### src/source/nocPkg.sv
`default_nettype none

package nocPkg;

  // router geometry. Port order is Local 0, North 1, East 2, West 3, South 4.
  localparam int numPorts = 5;
  localparam int portIdxWidth = $clog2(numPorts);

  // flit fields.
  localparam int flitWidth = 32;
  localparam int flitIdWidth = 3;
  localparam int lengthWidth = 12;  // packet length and hold counter.

  localparam int stateWidth = 3;

  // each grant state carries its port index plus one, so idle sits at zero.
  // rotatePriority and switchArbiter both rely on this.
  typedef enum logic [stateWidth-1:0] {
    idle       = 3'd0,
    grantLocal = 3'd1,
    grantNorth = 3'd2,
    grantEast  = 3'd3,
    grantWest  = 3'd4,
    grantSouth = 3'd5
  } arbState;

  // flit type codes on flitId.
  typedef enum logic [flitIdWidth-1:0] {
    none   = 3'd0,
    header = 3'd1,  // only a header reloads the hold limit.
    body   = 3'd2,
    tail   = 3'd3
  } flitKind;

endpackage

`default_nettype wire
### src/source/routerOutputPort.sv
`timescale 1ns/1ps
`default_nettype none

module routerOutputPort (
  input  logic                                                 clk,
  input  logic                                                 rst,
  input  logic [nocPkg::numPorts-1:0]                          req,
  input  logic [nocPkg::numPorts-1:0][nocPkg::flitIdWidth-1:0] flitId,
  input  logic [nocPkg::numPorts-1:0][nocPkg::lengthWidth-1:0] length,
  input  logic [nocPkg::numPorts-1:0][nocPkg::flitWidth-1:0]   flitIn,
  output logic [nocPkg::numPorts-1:0]                          grant,
  output logic [nocPkg::flitWidth-1:0]                         outFlit,
  output logic                                                 outValid
);

  logic [nocPkg::numPorts-1:0] timesUp;
  logic [nocPkg::numPorts-1:0] runTimer;
  nocPkg::arbState             nextPort;
  nocPkg::arbState             state;

  // per-port hold limits and counters.
  holdTimerBank holdTimerBank_inst (
    .clk      (clk),
    .rst      (rst),
    .flitId   (flitId),
    .length   (length),
    .runTimer (runTimer),
    .timesUp  (timesUp)
  );

  // next port to serve, searched in rotating order after the current owner.
  rotatePriority rotatePriority_inst (
    .req      (req),
    .state    (state),
    .nextPort (nextPort)
  );

  // grant FSM and flit mux.
  switchArbiter switchArbiter_inst (
    .clk      (clk),
    .rst      (rst),
    .req      (req),
    .timesUp  (timesUp),
    .nextPort (nextPort),
    .flitIn   (flitIn),
    .state    (state),
    .runTimer (runTimer),
    .grant    (grant),
    .outFlit  (outFlit),
    .outValid (outValid)
  );

endmodule

`default_nettype wire

### src/source/switchArbiter.sv
`timescale 1ns/1ps
`default_nettype none

module switchArbiter (
  input  logic                                             clk,
  input  logic                                             rst,
  input  logic [nocPkg::numPorts-1:0]                        req,
  input  logic [nocPkg::numPorts-1:0]                        timesUp,
  input  nocPkg::arbState                                    nextPort,
  input  logic [nocPkg::numPorts-1:0][nocPkg::flitWidth-1:0] flitIn,
  output nocPkg::arbState                                    state,
  output logic [nocPkg::numPorts-1:0]                        runTimer,
  output logic [nocPkg::numPorts-1:0]                        grant,
  output logic [nocPkg::flitWidth-1:0]                       outFlit,
  output logic                                               outValid
);

  nocPkg::arbState stateNext;
  logic            hold;

  always_ff @(posedge clk)
  begin
    if (rst)
    begin
      state <= nocPkg::idle;
    end
    else
    begin
      state <= stateNext;
    end
  end

  // one-hot decode of the registered state. Idle and unused codes grant nobody.
  always_comb
  begin
    grant = '0;
    for (int p = 0; p < nocPkg::numPorts; p++)
    begin
      if (state == nocPkg::arbState'(p + 1))
      begin
        grant[p] = 1'b1;
      end
    end
  end

  // the owner keeps the output while it requests and its timer has not run out.
  // Because grant is one-hot this only looks at the owner's bits.
  assign hold = |(grant & req & ~timesUp);

  always_comb
  begin
    if (hold)
    begin
      stateNext = state;
      runTimer = grant;  // count only the cycles the owner actually keeps.
    end
    else
    begin
      stateNext = nextPort;  // from idle, after a timeout, or after a release.
      runTimer = '0;
    end
  end

  // output flit mux.
  always_comb
  begin
    outFlit = '0;
    outValid = 1'b0;
    for (int p = 0; p < nocPkg::numPorts; p++)
    begin
      if (grant[p])
      begin
        outFlit = flitIn[p];
        outValid = req[p];  // a granted port that drops req sends nothing.
      end
    end
  end

endmodule

`default_nettype wire

### src/source/rotatePriority.sv
`timescale 1ns/1ps
`default_nettype none

module rotatePriority (
  input  logic [nocPkg::numPorts-1:0] req,
  input  nocPkg::arbState             state,
  output nocPkg::arbState             nextPort
);

  logic [nocPkg::portIdxWidth-1:0]   ownerCode;
  logic [nocPkg::portIdxWidth-1:0]   start;
  logic [2*nocPkg::numPorts-1:0]     doubled;
  logic [nocPkg::numPorts-1:0]       rotated;
  logic [nocPkg::portIdxWidth-1:0]   offset;
  logic                              found;
  logic [nocPkg::portIdxWidth:0]     portSum;

  always_comb
  begin
    // the state code of owner p is p+1, which is where its search begins.
    // idle, South and unused codes start from Local.
    ownerCode = state;
    if (ownerCode >= nocPkg::numPorts)
    begin
      start = '0;
    end
    else
    begin
      start = ownerCode;
    end

    doubled = {req, req};
    rotated = doubled[start +: nocPkg::numPorts];  // bit 0 is now the first port to try.

    found = 1'b0;
    offset = '0;
    for (int i = nocPkg::numPorts - 1; i >= 0; i--)
    begin
      if (rotated[i])
      begin
        found = 1'b1;
        offset = nocPkg::portIdxWidth'(i);
      end
    end

    // undo the rotation to get back the real port index.
    portSum = {1'b0, start} + {1'b0, offset};
    if (portSum >= nocPkg::numPorts)
    begin
      portSum = portSum - (nocPkg::portIdxWidth + 1)'(nocPkg::numPorts);
    end

    if (found)
    begin
      nextPort = nocPkg::arbState'(portSum[nocPkg::portIdxWidth-1:0] + 1'b1);
    end
    else
    begin
      nextPort = nocPkg::idle;
    end
  end

endmodule

`default_nettype wire

### src/source/holdTimerBank.sv
`timescale 1ns/1ps
`default_nettype none

module holdTimerBank (
  input  logic                                               clk,
  input  logic                                               rst,
  input  logic [nocPkg::numPorts-1:0][nocPkg::flitIdWidth-1:0] flitId,
  input  logic [nocPkg::numPorts-1:0][nocPkg::lengthWidth-1:0] length,
  input  logic [nocPkg::numPorts-1:0]                          runTimer,
  output logic [nocPkg::numPorts-1:0]                          timesUp
);

  for (genvar p = 0; p < nocPkg::numPorts; p++)
  begin : gTimer
    logic [nocPkg::lengthWidth-1:0] limit;
    logic [nocPkg::lengthWidth-1:0] count;

    always_ff @(posedge clk)
    begin
      if (rst)
      begin
        limit <= '0;
        count <= '0;
      end
      else
      begin
        // a header loads the limit even while another port owns the output.
        if (flitId[p] == nocPkg::header)
        begin
          limit <= length[p];
        end

        if (runTimer[p])
        begin
          count <= count + 1'b1;
        end
        else
        begin
          count <= '0;  // any cycle without a hold restarts the count.
        end
      end
    end

    // expiry is high in the cycle the count reaches the limit.
    assign timesUp[p] = (count == limit);
  end

endmodule

`default_nettype wire

### config.mk
export PLATFORM = sky130hd
export DESIGN_NAME = routerOutputPort
export DESIGN_NICKNAME = d
export VERILOG_FILES = /design/src/source/nocPkg.sv /design/src/source/routerOutputPort.sv /design/src/source/switchArbiter.sv /design/src/source/rotatePriority.sv /design/src/source/holdTimerBank.sv
export SDC_FILE = /design/constraint.sdc
export NUM_CORES = 1
export LEC_CHECK = 0
export BUFFER_PORTS_ARGS = -buffer_cell sky130_fd_sc_hd__buf_2
export CAP_MARGIN = 15
export CORE_UTILIZATION = 31
export CTS_BUF_LIST = sky130_fd_sc_hd__clkbuf_4 sky130_fd_sc_hd__clkbuf_8 sky130_fd_sc_hd__clkbuf_16
export CTS_CLUSTER_SIZE = 12
export DETAILED_ROUTE_END_ITERATION = 12
export GPL_TIMING_DRIVEN = 0
export HOLD_SLACK_MARGIN = 0.08
export PLACE_DENSITY = 0.64
export SETUP_SLACK_MARGIN = 0.15
export SLEW_MARGIN = 25
export SYNTH_ARGS = -nofsm -noshare
export SYNTH_HDL_FRONTEND = slang
export SYNTH_SLANG_ARGS = --single-unit
### constraint.sdc
create_clock -name clk -period 7.4 [get_ports clk]
set_input_delay 0.74 -clock clk [delete_from_list [all_inputs] [get_ports clk]]
set_output_delay 0.74 -clock clk [all_outputs]
set_load 0.03 [all_outputs]
# --- Word-level counts from Yosys, hierarchy flattened ---
# Cells that the tools add are included.
totals:
  latch_bits: 0
  reg_bits: 123
  memories: 0
  elab_cells: 80
  ram_bits: 0
  romBits: 0
op_classes:
  n_addsub: 8
  eq_ne: 15
  n_mul: 0
  mux: 29
  bitwise_logic: 8
  n_lt_le_gt_ge: 2
  div: 0
  reduce_logical: 6
  shifts: 1
ops:
  columns: ["cell", "count"]
  rows:
  - ["two-way mux 32 bit", 5]
  - ["adder 12 x 1 -> 12 bit, second input constant", 5]
  - ["equality test 12 bit", 5]
  - ["two-way mux 3 bit", 8]
  - ["equality test 3 x 1 -> 1 bit, second input constant", 6]
  - ["two-way mux 1 bit", 15]
  - ["AND 5 bit", 2]
  - ["OR reduction 2 bit", 5]
  - ["indexed part select 10 x 4 -> 5 bit", 1]
  - ["equality test 3 x 2 -> 1 bit, second input constant", 2]
  - ["equality test 3 bit, second input constant", 2]
  - ["two-way mux 5 bit", 1]
  - ["inverter 1 bit", 5]
  - ["inverter 5 bit", 1]
  - ["OR reduction 5 bit", 1]
  - ["adder 3 x 3 -> 4 bit", 1]
  - ["greater-or-equal comparator 4 x 3 -> 1 bit, second input constant", 1]
  - ["adder 3 x 1 -> 3 bit, second input constant", 1]
  - ["greater-or-equal comparator 3 bit, second input constant", 1]
  - ["subtractor 3 bit, second input constant", 1]

# --- Longest topological paths before layout ---
logic_depth:
  depth_word: 13
  ltp_mapped: 20

# --- By module ---
# Synthesis repeated with hierarchy kept, for this count alone.
unflattened:
  cells_unflattened: 830
  hier_area_um2: 7516.0
modules_own_cells:
  columns: ["mod", "n_inst", "area_each_um2", "cells_per_inst", "seq_area_each_um2"]
  rows:
  - ["holdTimerBank", 1, 5382.7, 565, 2402.3]
  - ["switchArbiter", 1, 1520.2, 186, 60.1]
  - ["rotatePriority", 1, 613.1, 79, 0.0]

# --- Worst setup path after synthesis ---
# OpenSTA, ideal clock, no wires.
synth_timing:
  path_kind: "input -> register"
  start: "in req[1] (netlist name)"
  end: "reg switchArbiter_inst.state[2]"
  path_slack_ns: 2.936
  setup_ns: 0.085
  path_buffers: 1
  arrival_time_ns: 4.380
  cell_stages: 18
  required_time_ns: 7.315
  cell_sequence: "buf_4 a221o_1 a221oi_4 a21oi_2 nor3_1 fa_1 inv_1 ha_1 nor2b_1 o21bai_1 a211o_1 a31oi_1 mux2i_1 ha_1 xnor2_1 xnor2_1 xnor2_1 o31ai_2"
synth_between:
  elab_chain_cells: 11
  word_cells_on_any_way: 20
  cone_classes: "add/sub (3); order compare (1); shift (1); mux (12); bitwise (2); reduce/logical (1)"
synth_lines:
  columns: ["item", "line", "text"]
  rows:
  - ["start, declared", "routerOutputPort.sv:7", "input logic [nocPkg::numPorts-1:0] req,"]
  - ["indexed part select 10 x 4 -> 5 bit", "rotatePriority.sv:33", "rotated = doubled[start +: nocPkg::numPorts];"]
  - ["two-way mux 3 bit (5 in a row)", "rotatePriority.sv:39", "if (rotated[i])"]
  - ["adder 3 x 3 -> 4 bit", "rotatePriority.sv:47", "portSum = {1'b0, start} + {1'b0, offset};"]
  - ["greater-or-equal comparator 4 x 3 -> 1 bit or subtractor 3 bit (tied branches)", "rotatePriority.sv:48, rotatePriority.sv:50", null]
  - ["two-way mux 3 bit", "rotatePriority.sv:48", "if (portSum >= nocPkg::numPorts)"]
  - ["adder 3 x 1 -> 3 bit", "rotatePriority.sv:55", "nextPort = nocPkg::arbState'(portSum[nocPkg::portIdxWidth-1:0] + 1'b1);"]
  - ["two-way mux 3 bit", "rotatePriority.sv:53", "if (found)"]
  - ["end signal, assigned", "switchArbiter.sv:25", "state <= nocPkg::idle;"]
  - ["end signal, assigned", "switchArbiter.sv:29", "state <= stateNext;"]
  - ["end, declared", "switchArbiter.sv:11", "output nocPkg::arbState state,"]
# Parallel ways exist; a longest one is shown, timed or not.
# A chain may end at the register's enable or synchronous reset.

# --- Worst setup path after layout ---
layout_timing:
  start: "reg switchArbiter_inst.state[2]"
  end: "reg switchArbiter_inst.state[2]"
layout_between:
  elab_chain_cells: 13
  word_cells_on_any_way: 32
  cone_classes: "add/sub (3); order compare (2); eq/ne (5); shift (1); mux (18); bitwise (2); reduce/logical (1)"
layout_lines:
  columns: ["item", "line", "text"]
  rows:
  - ["greater-or-equal comparator 3 bit", "rotatePriority.sv:23", "if (ownerCode >= nocPkg::numPorts)"]
  - ["two-way mux 3 bit", "rotatePriority.sv:23", null]
  - ["indexed part select 10 x 4 -> 5 bit", "rotatePriority.sv:33", null]
  - ["two-way mux 3 bit (5 in a row)", "rotatePriority.sv:39", null]
  - ["adder 3 x 3 -> 4 bit", "rotatePriority.sv:47", null]
  - ["greater-or-equal comparator 4 x 3 -> 1 bit or subtractor 3 bit (tied branches)", "rotatePriority.sv:48, rotatePriority.sv:50", null]
  - ["two-way mux 3 bit", "rotatePriority.sv:48", null]
  - ["adder 3 x 1 -> 3 bit", "rotatePriority.sv:55", null]
  - ["two-way mux 3 bit", "rotatePriority.sv:53", null]
# Parallel ways exist; a longest one is shown, timed or not.

==> run summary <==
Run status = finished, final reports clean
Nets = 1389
Number of detailed-routing iterations run before antenna repair = 5
Combinational fraction of design power = 44.2%
Row count = 55
Count of endpoints failing setup in the final report = 0
Count of mapped cells out of synthesis = 840
Total via count after detailed routing = 7055
Nature of the critical path startpoint = register
Final sum of negative setup slack = 0 ns
Yosys top cell area share = 33.9%
Net Sw Frac = 38.1%
Maximum fanout along the worst path = 10
Most common cell in the netlist = sky130_fd_sc_hd__nor2_1
Fraction of layout instances using a drive strength above 1 = 28.5%
Setup repair after global routing missed its margin = no
Die Height = 155 um
Wire length of the first global-routing pass = 35500 um
Antenna Nets Post-Route = 0
Proportion of power drawn by flip-flops and latches = 24.4%
Remaining global-route overflow = 0
Clock slew at the register clock pins of the worst setup and hold paths = 0.06 ns
Number of buffers inserted to repair setup after CTS = 0
Slew @ Worst Pin = 0.842 ns
Number of buffers added to fix hold violations after cts = 0
Final setup skew = 0.00487 ns
Placer's final routability congestion estimate = 0.884
Largest voltage drop on the vdd net = 181 uV
Crit Path Category = register to register
Die W = 155 um
Worst min path class = register to register
Total Die Area = 24000 um2
Arrival time worst endpoint = 5.20 ns
Final Hold Slack = 0.493 ns
Core utilization of the finished layout = 42.6%
Clock tree root driver cell = sky130_fd_sc_hd__clkbuf_16
Starting utilization of the core area = 31.9%
Synth Cell Area = 7260 um2
Most frequent cells after synthesis = sky130_fd_sc_hd__nor2_1 (173), sky130_fd_sc_hd__mux2i_1 (127), sky130_fd_sc_hd__dfxtp_1 (123)
Hold violation total from the final report = 0
Primary flip-flop cell chosen by synthesis mapping = sky130_fd_sc_hd__dfxtp_1
Endpoint kind of the worst setup timing path = register
Clock Latency Late Sink = 0.41 ns
Maximum number of buffers from clock root to sink = 2
Power per cell area = 296 nW/um2
Antenna violations before repair = 7
Count of warnings emitted by yosys = 0
Tightest slew margin relative to the limit = 43.8%
FMAX = 205 MHz
Flip-flop and latch area = 2460 um2
TritonCTS clock tree = done
Max-slew violation count = 0
Post-placement cell count = 1430
Vias in the first global route = 6833
Synthesized netlist net count = 1093
Time the worst path needs with I/O delays and setup = 4.87 ns
Largest area contributor in the netlist = sky130_fd_sc_hd__dfxtp_1
Pin count of the biggest net entering global routing = 17
Area taken by multi-input logic gates = 4520 um2
Clock network fraction of design power = 31.4%
Hpwl dp = 19000 um
Number of vias per cell after detailed routing = 4.82
Ports placed on the boundary = 280
Post-CTS Resized = 0
Floorplan Core Area = 22800 um2
Number of design-rule violations left by the first detailed-router iteration = 360
Number of maximum-capacitance constraint violations = 0
Final-layout fill cell count = 2306
Post-route insts no fill = 1465
Int Power = 0.00178 W
Proportion of synthesized chip area in sequential cells = 33.9%
Overall track demand over capacity in global routing = 19.1%
Data required time at the worst endpoint = 7.73 ns
Clk sinks = 123
Cells along the critical path = nand2b_1, clkbuf_1, o21ai_0, a221oi_4, a21oi_2, nor3_1, fa_1, inv_1, ha_1, nor2b_1, o21bai_1, a211o_1, a31oi_1, mux2i_1, ha_1, xnor2_1, xnor2_1, xnor2_1, o31ai_2
Synth area leaders = sky130_fd_sc_hd__dfxtp_1 (34%), sky130_fd_sc_hd__mux2i_1 (18%), sky130_fd_sc_hd__nor2_1 (8.9%)
CTS H-Tree Depth = 4
Switching power = 0.00109 W
Post-route DRC violation count = 0
Total leakage power = 4.19 nW
Crit-path max cell delay = 0.48 ns
Total wirelength of the detailed-routed design = 23600 um
Mean post-synth cell area = 8.64 um2
Count of flip-flops with a built-in enable after synthesis = 0
Slowest stage cell, crit path = sky130_fd_sc_hd__fa_1
Overall power = 0.00287 W
Fraction of the cycle the final worst path needs = 65.8%
Total of flip-flops plus latches after synthesis = 123
Count of cell types in the netlist = 57
Area added between synthesis and finish = 33.6%
Post-detailed-route wirelength per cell = 16.1 um
Number of CTS-inserted buffers = 17
Fraction of registers with async set or reset after synthesis = 0%
Port bufs = 277
Most common cell on crit path = sky130_fd_sc_hd__xnor2_1
[area by class of cell]
| class | count | area share [%] |
|---|---|---|
| clock inverter | 9 | 1.65 |
| clock buffer | 23 | 5.11 |
| inverter | 18 | 0.696 |
| buffer | 51 | 2.18 |
| sequential | 123 | 25.4 |
| multi-input combinational | 648 | 46.6 |
| tap | 313 | 4.04 |
| timing repair buffer | 277 | 14.3 |
| antenna | 3 | 0.0774 |
[routing by layer]
| metal | up-vias | track usage [%] | routed length [um] |
|---|---|---|---|
| li1 | 3527 | - | - |
| met4 | 6 | 7.31 | 562 |
| met1 | 3232 | 21.4 | 9900 |
| met3 | 41 | 3.76 | 1310 |
| met2 | 249 | 35.3 | 11800 |
| met5 | - | 0 | 38 |
[flip-flops by register name, indices dropped and copies added, names as in the netlist]
signal	flops
switchArbiter_inst.state	3
holdTimerBank_inst.gTimer.limit	60
holdTimerBank_inst.gTimer.count	60
[cells by family after synthesis]
family          after synthesis  synth area share (%)
flops                       123                  33.9
mux                         129                  18.1
compound gates              103                  10.0
buf+inv                      69                  3.84
xor+xnor                    113                  13.6
simple gates                292                  18.5
fa+ha+maj                    11                  2.00
[power by group through the flow]
stage               Clock (W)  Combinational (W)  Sequential [W]
detailed placement          0            0.00127        0.000712
global placement            0            0.00126        0.000711
CTS                  0.000914            0.00127        0.000698
floorplan                   0           0.000911        0.000707
finish               0.000901            0.00127        0.000698
global route         0.000948            0.00136        0.000700
[stage by stage]
step | instance area, um2 | setup slack [ns]
2_1_floorplan | 7260 | 2.94
3_3_place_gp | 9040 | 2.47
3_5_place_dp | 9040 | 2.41
4_1_cts | 9690 | 2.57
5_1_grt | 9700 | 2.14
6_report | 9700 | 2.53
[cells in the final DEF (no fill, tap or decap), types with 3 or more instances in the layout]
cell / instances
sky130_fd_sc_hd__nor2b_1: 6
sky130_fd_sc_hd__xor2_1: 68
sky130_fd_sc_hd__ha_1: 10
sky130_fd_sc_hd__clkinvlp_4: 3
sky130_fd_sc_hd__a211oi_1: 3
sky130_fd_sc_hd__o22ai_1: 33
sky130_fd_sc_hd__nand2_1: 16
sky130_fd_sc_hd__mux2i_1: 127
sky130_fd_sc_hd__bufinv_16: 4
sky130_fd_sc_hd__a2111o_1: 5
sky130_fd_sc_hd__nor3_1: 8
sky130_fd_sc_hd__clkbuf_16: 17
sky130_fd_sc_hd__nand2b_1: 5
sky130_fd_sc_hd__nand3_1: 32
sky130_fd_sc_hd__nor3b_1: 7
sky130_fd_sc_hd__clkbuf_1: 29
sky130_fd_sc_hd__nor4_1: 9
sky130_fd_sc_hd__inv_1: 16
sky130_fd_sc_hd__and3b_1: 3
sky130_fd_sc_hd__nand4_1: 12
sky130_fd_sc_hd__buf_2: 281
sky130_fd_sc_hd__clkbuf_8: 4
sky130_fd_sc_hd__xnor2_1: 45
sky130_fd_sc_hd__buf_1: 15
sky130_fd_sc_hd__diode_2: 3
sky130_fd_sc_hd__a21oi_1: 35
sky130_fd_sc_hd__nor2_1: 173
sky130_fd_sc_hd__and3_1: 12
sky130_fd_sc_hd__dfxtp_1: 123
sky130_fd_sc_hd__a211o_1: 4
[worst paths after layout]
path / from / endpoint / slack, ns / depth (start not counted)
max reg2reg: switchArbiter_inst.state[2]$_SDFFE_PP0P_ / switchArbiter_inst.state[2]$_SDFFE_PP0P_ / 2.53 / 19
max: switchArbiter_inst.state[2]$_SDFFE_PP0P_ / switchArbiter_inst.state[2]$_SDFFE_PP0P_ / 2.53 / 19
min reg2reg: holdTimerBank_inst.gTimer[2].count[0]$_SDFF_PP0_ / holdTimerBank_inst.gTimer[2].count[0]$_SDFF_PP0_ / 0.49 / 1
min: holdTimerBank_inst.gTimer[2].count[0]$_SDFF_PP0_ / holdTimerBank_inst.gTimer[2].count[0]$_SDFF_PP0_ / 0.49 / 1
[critical path: cells and delay by family (launching register included)]
family,cells,cell delay [ns]
buffers and inverters,2,0.53
AO/OA/AOI/OAI,7,1.68
adder cells (fa/ha/maj),3,0.87
AND/OR/NAND/NOR,3,0.64
XOR/XNOR,3,0.41
multiplexers,1,0.25
flip-flops,1,0.41
(Power assumes the default switching activity.)
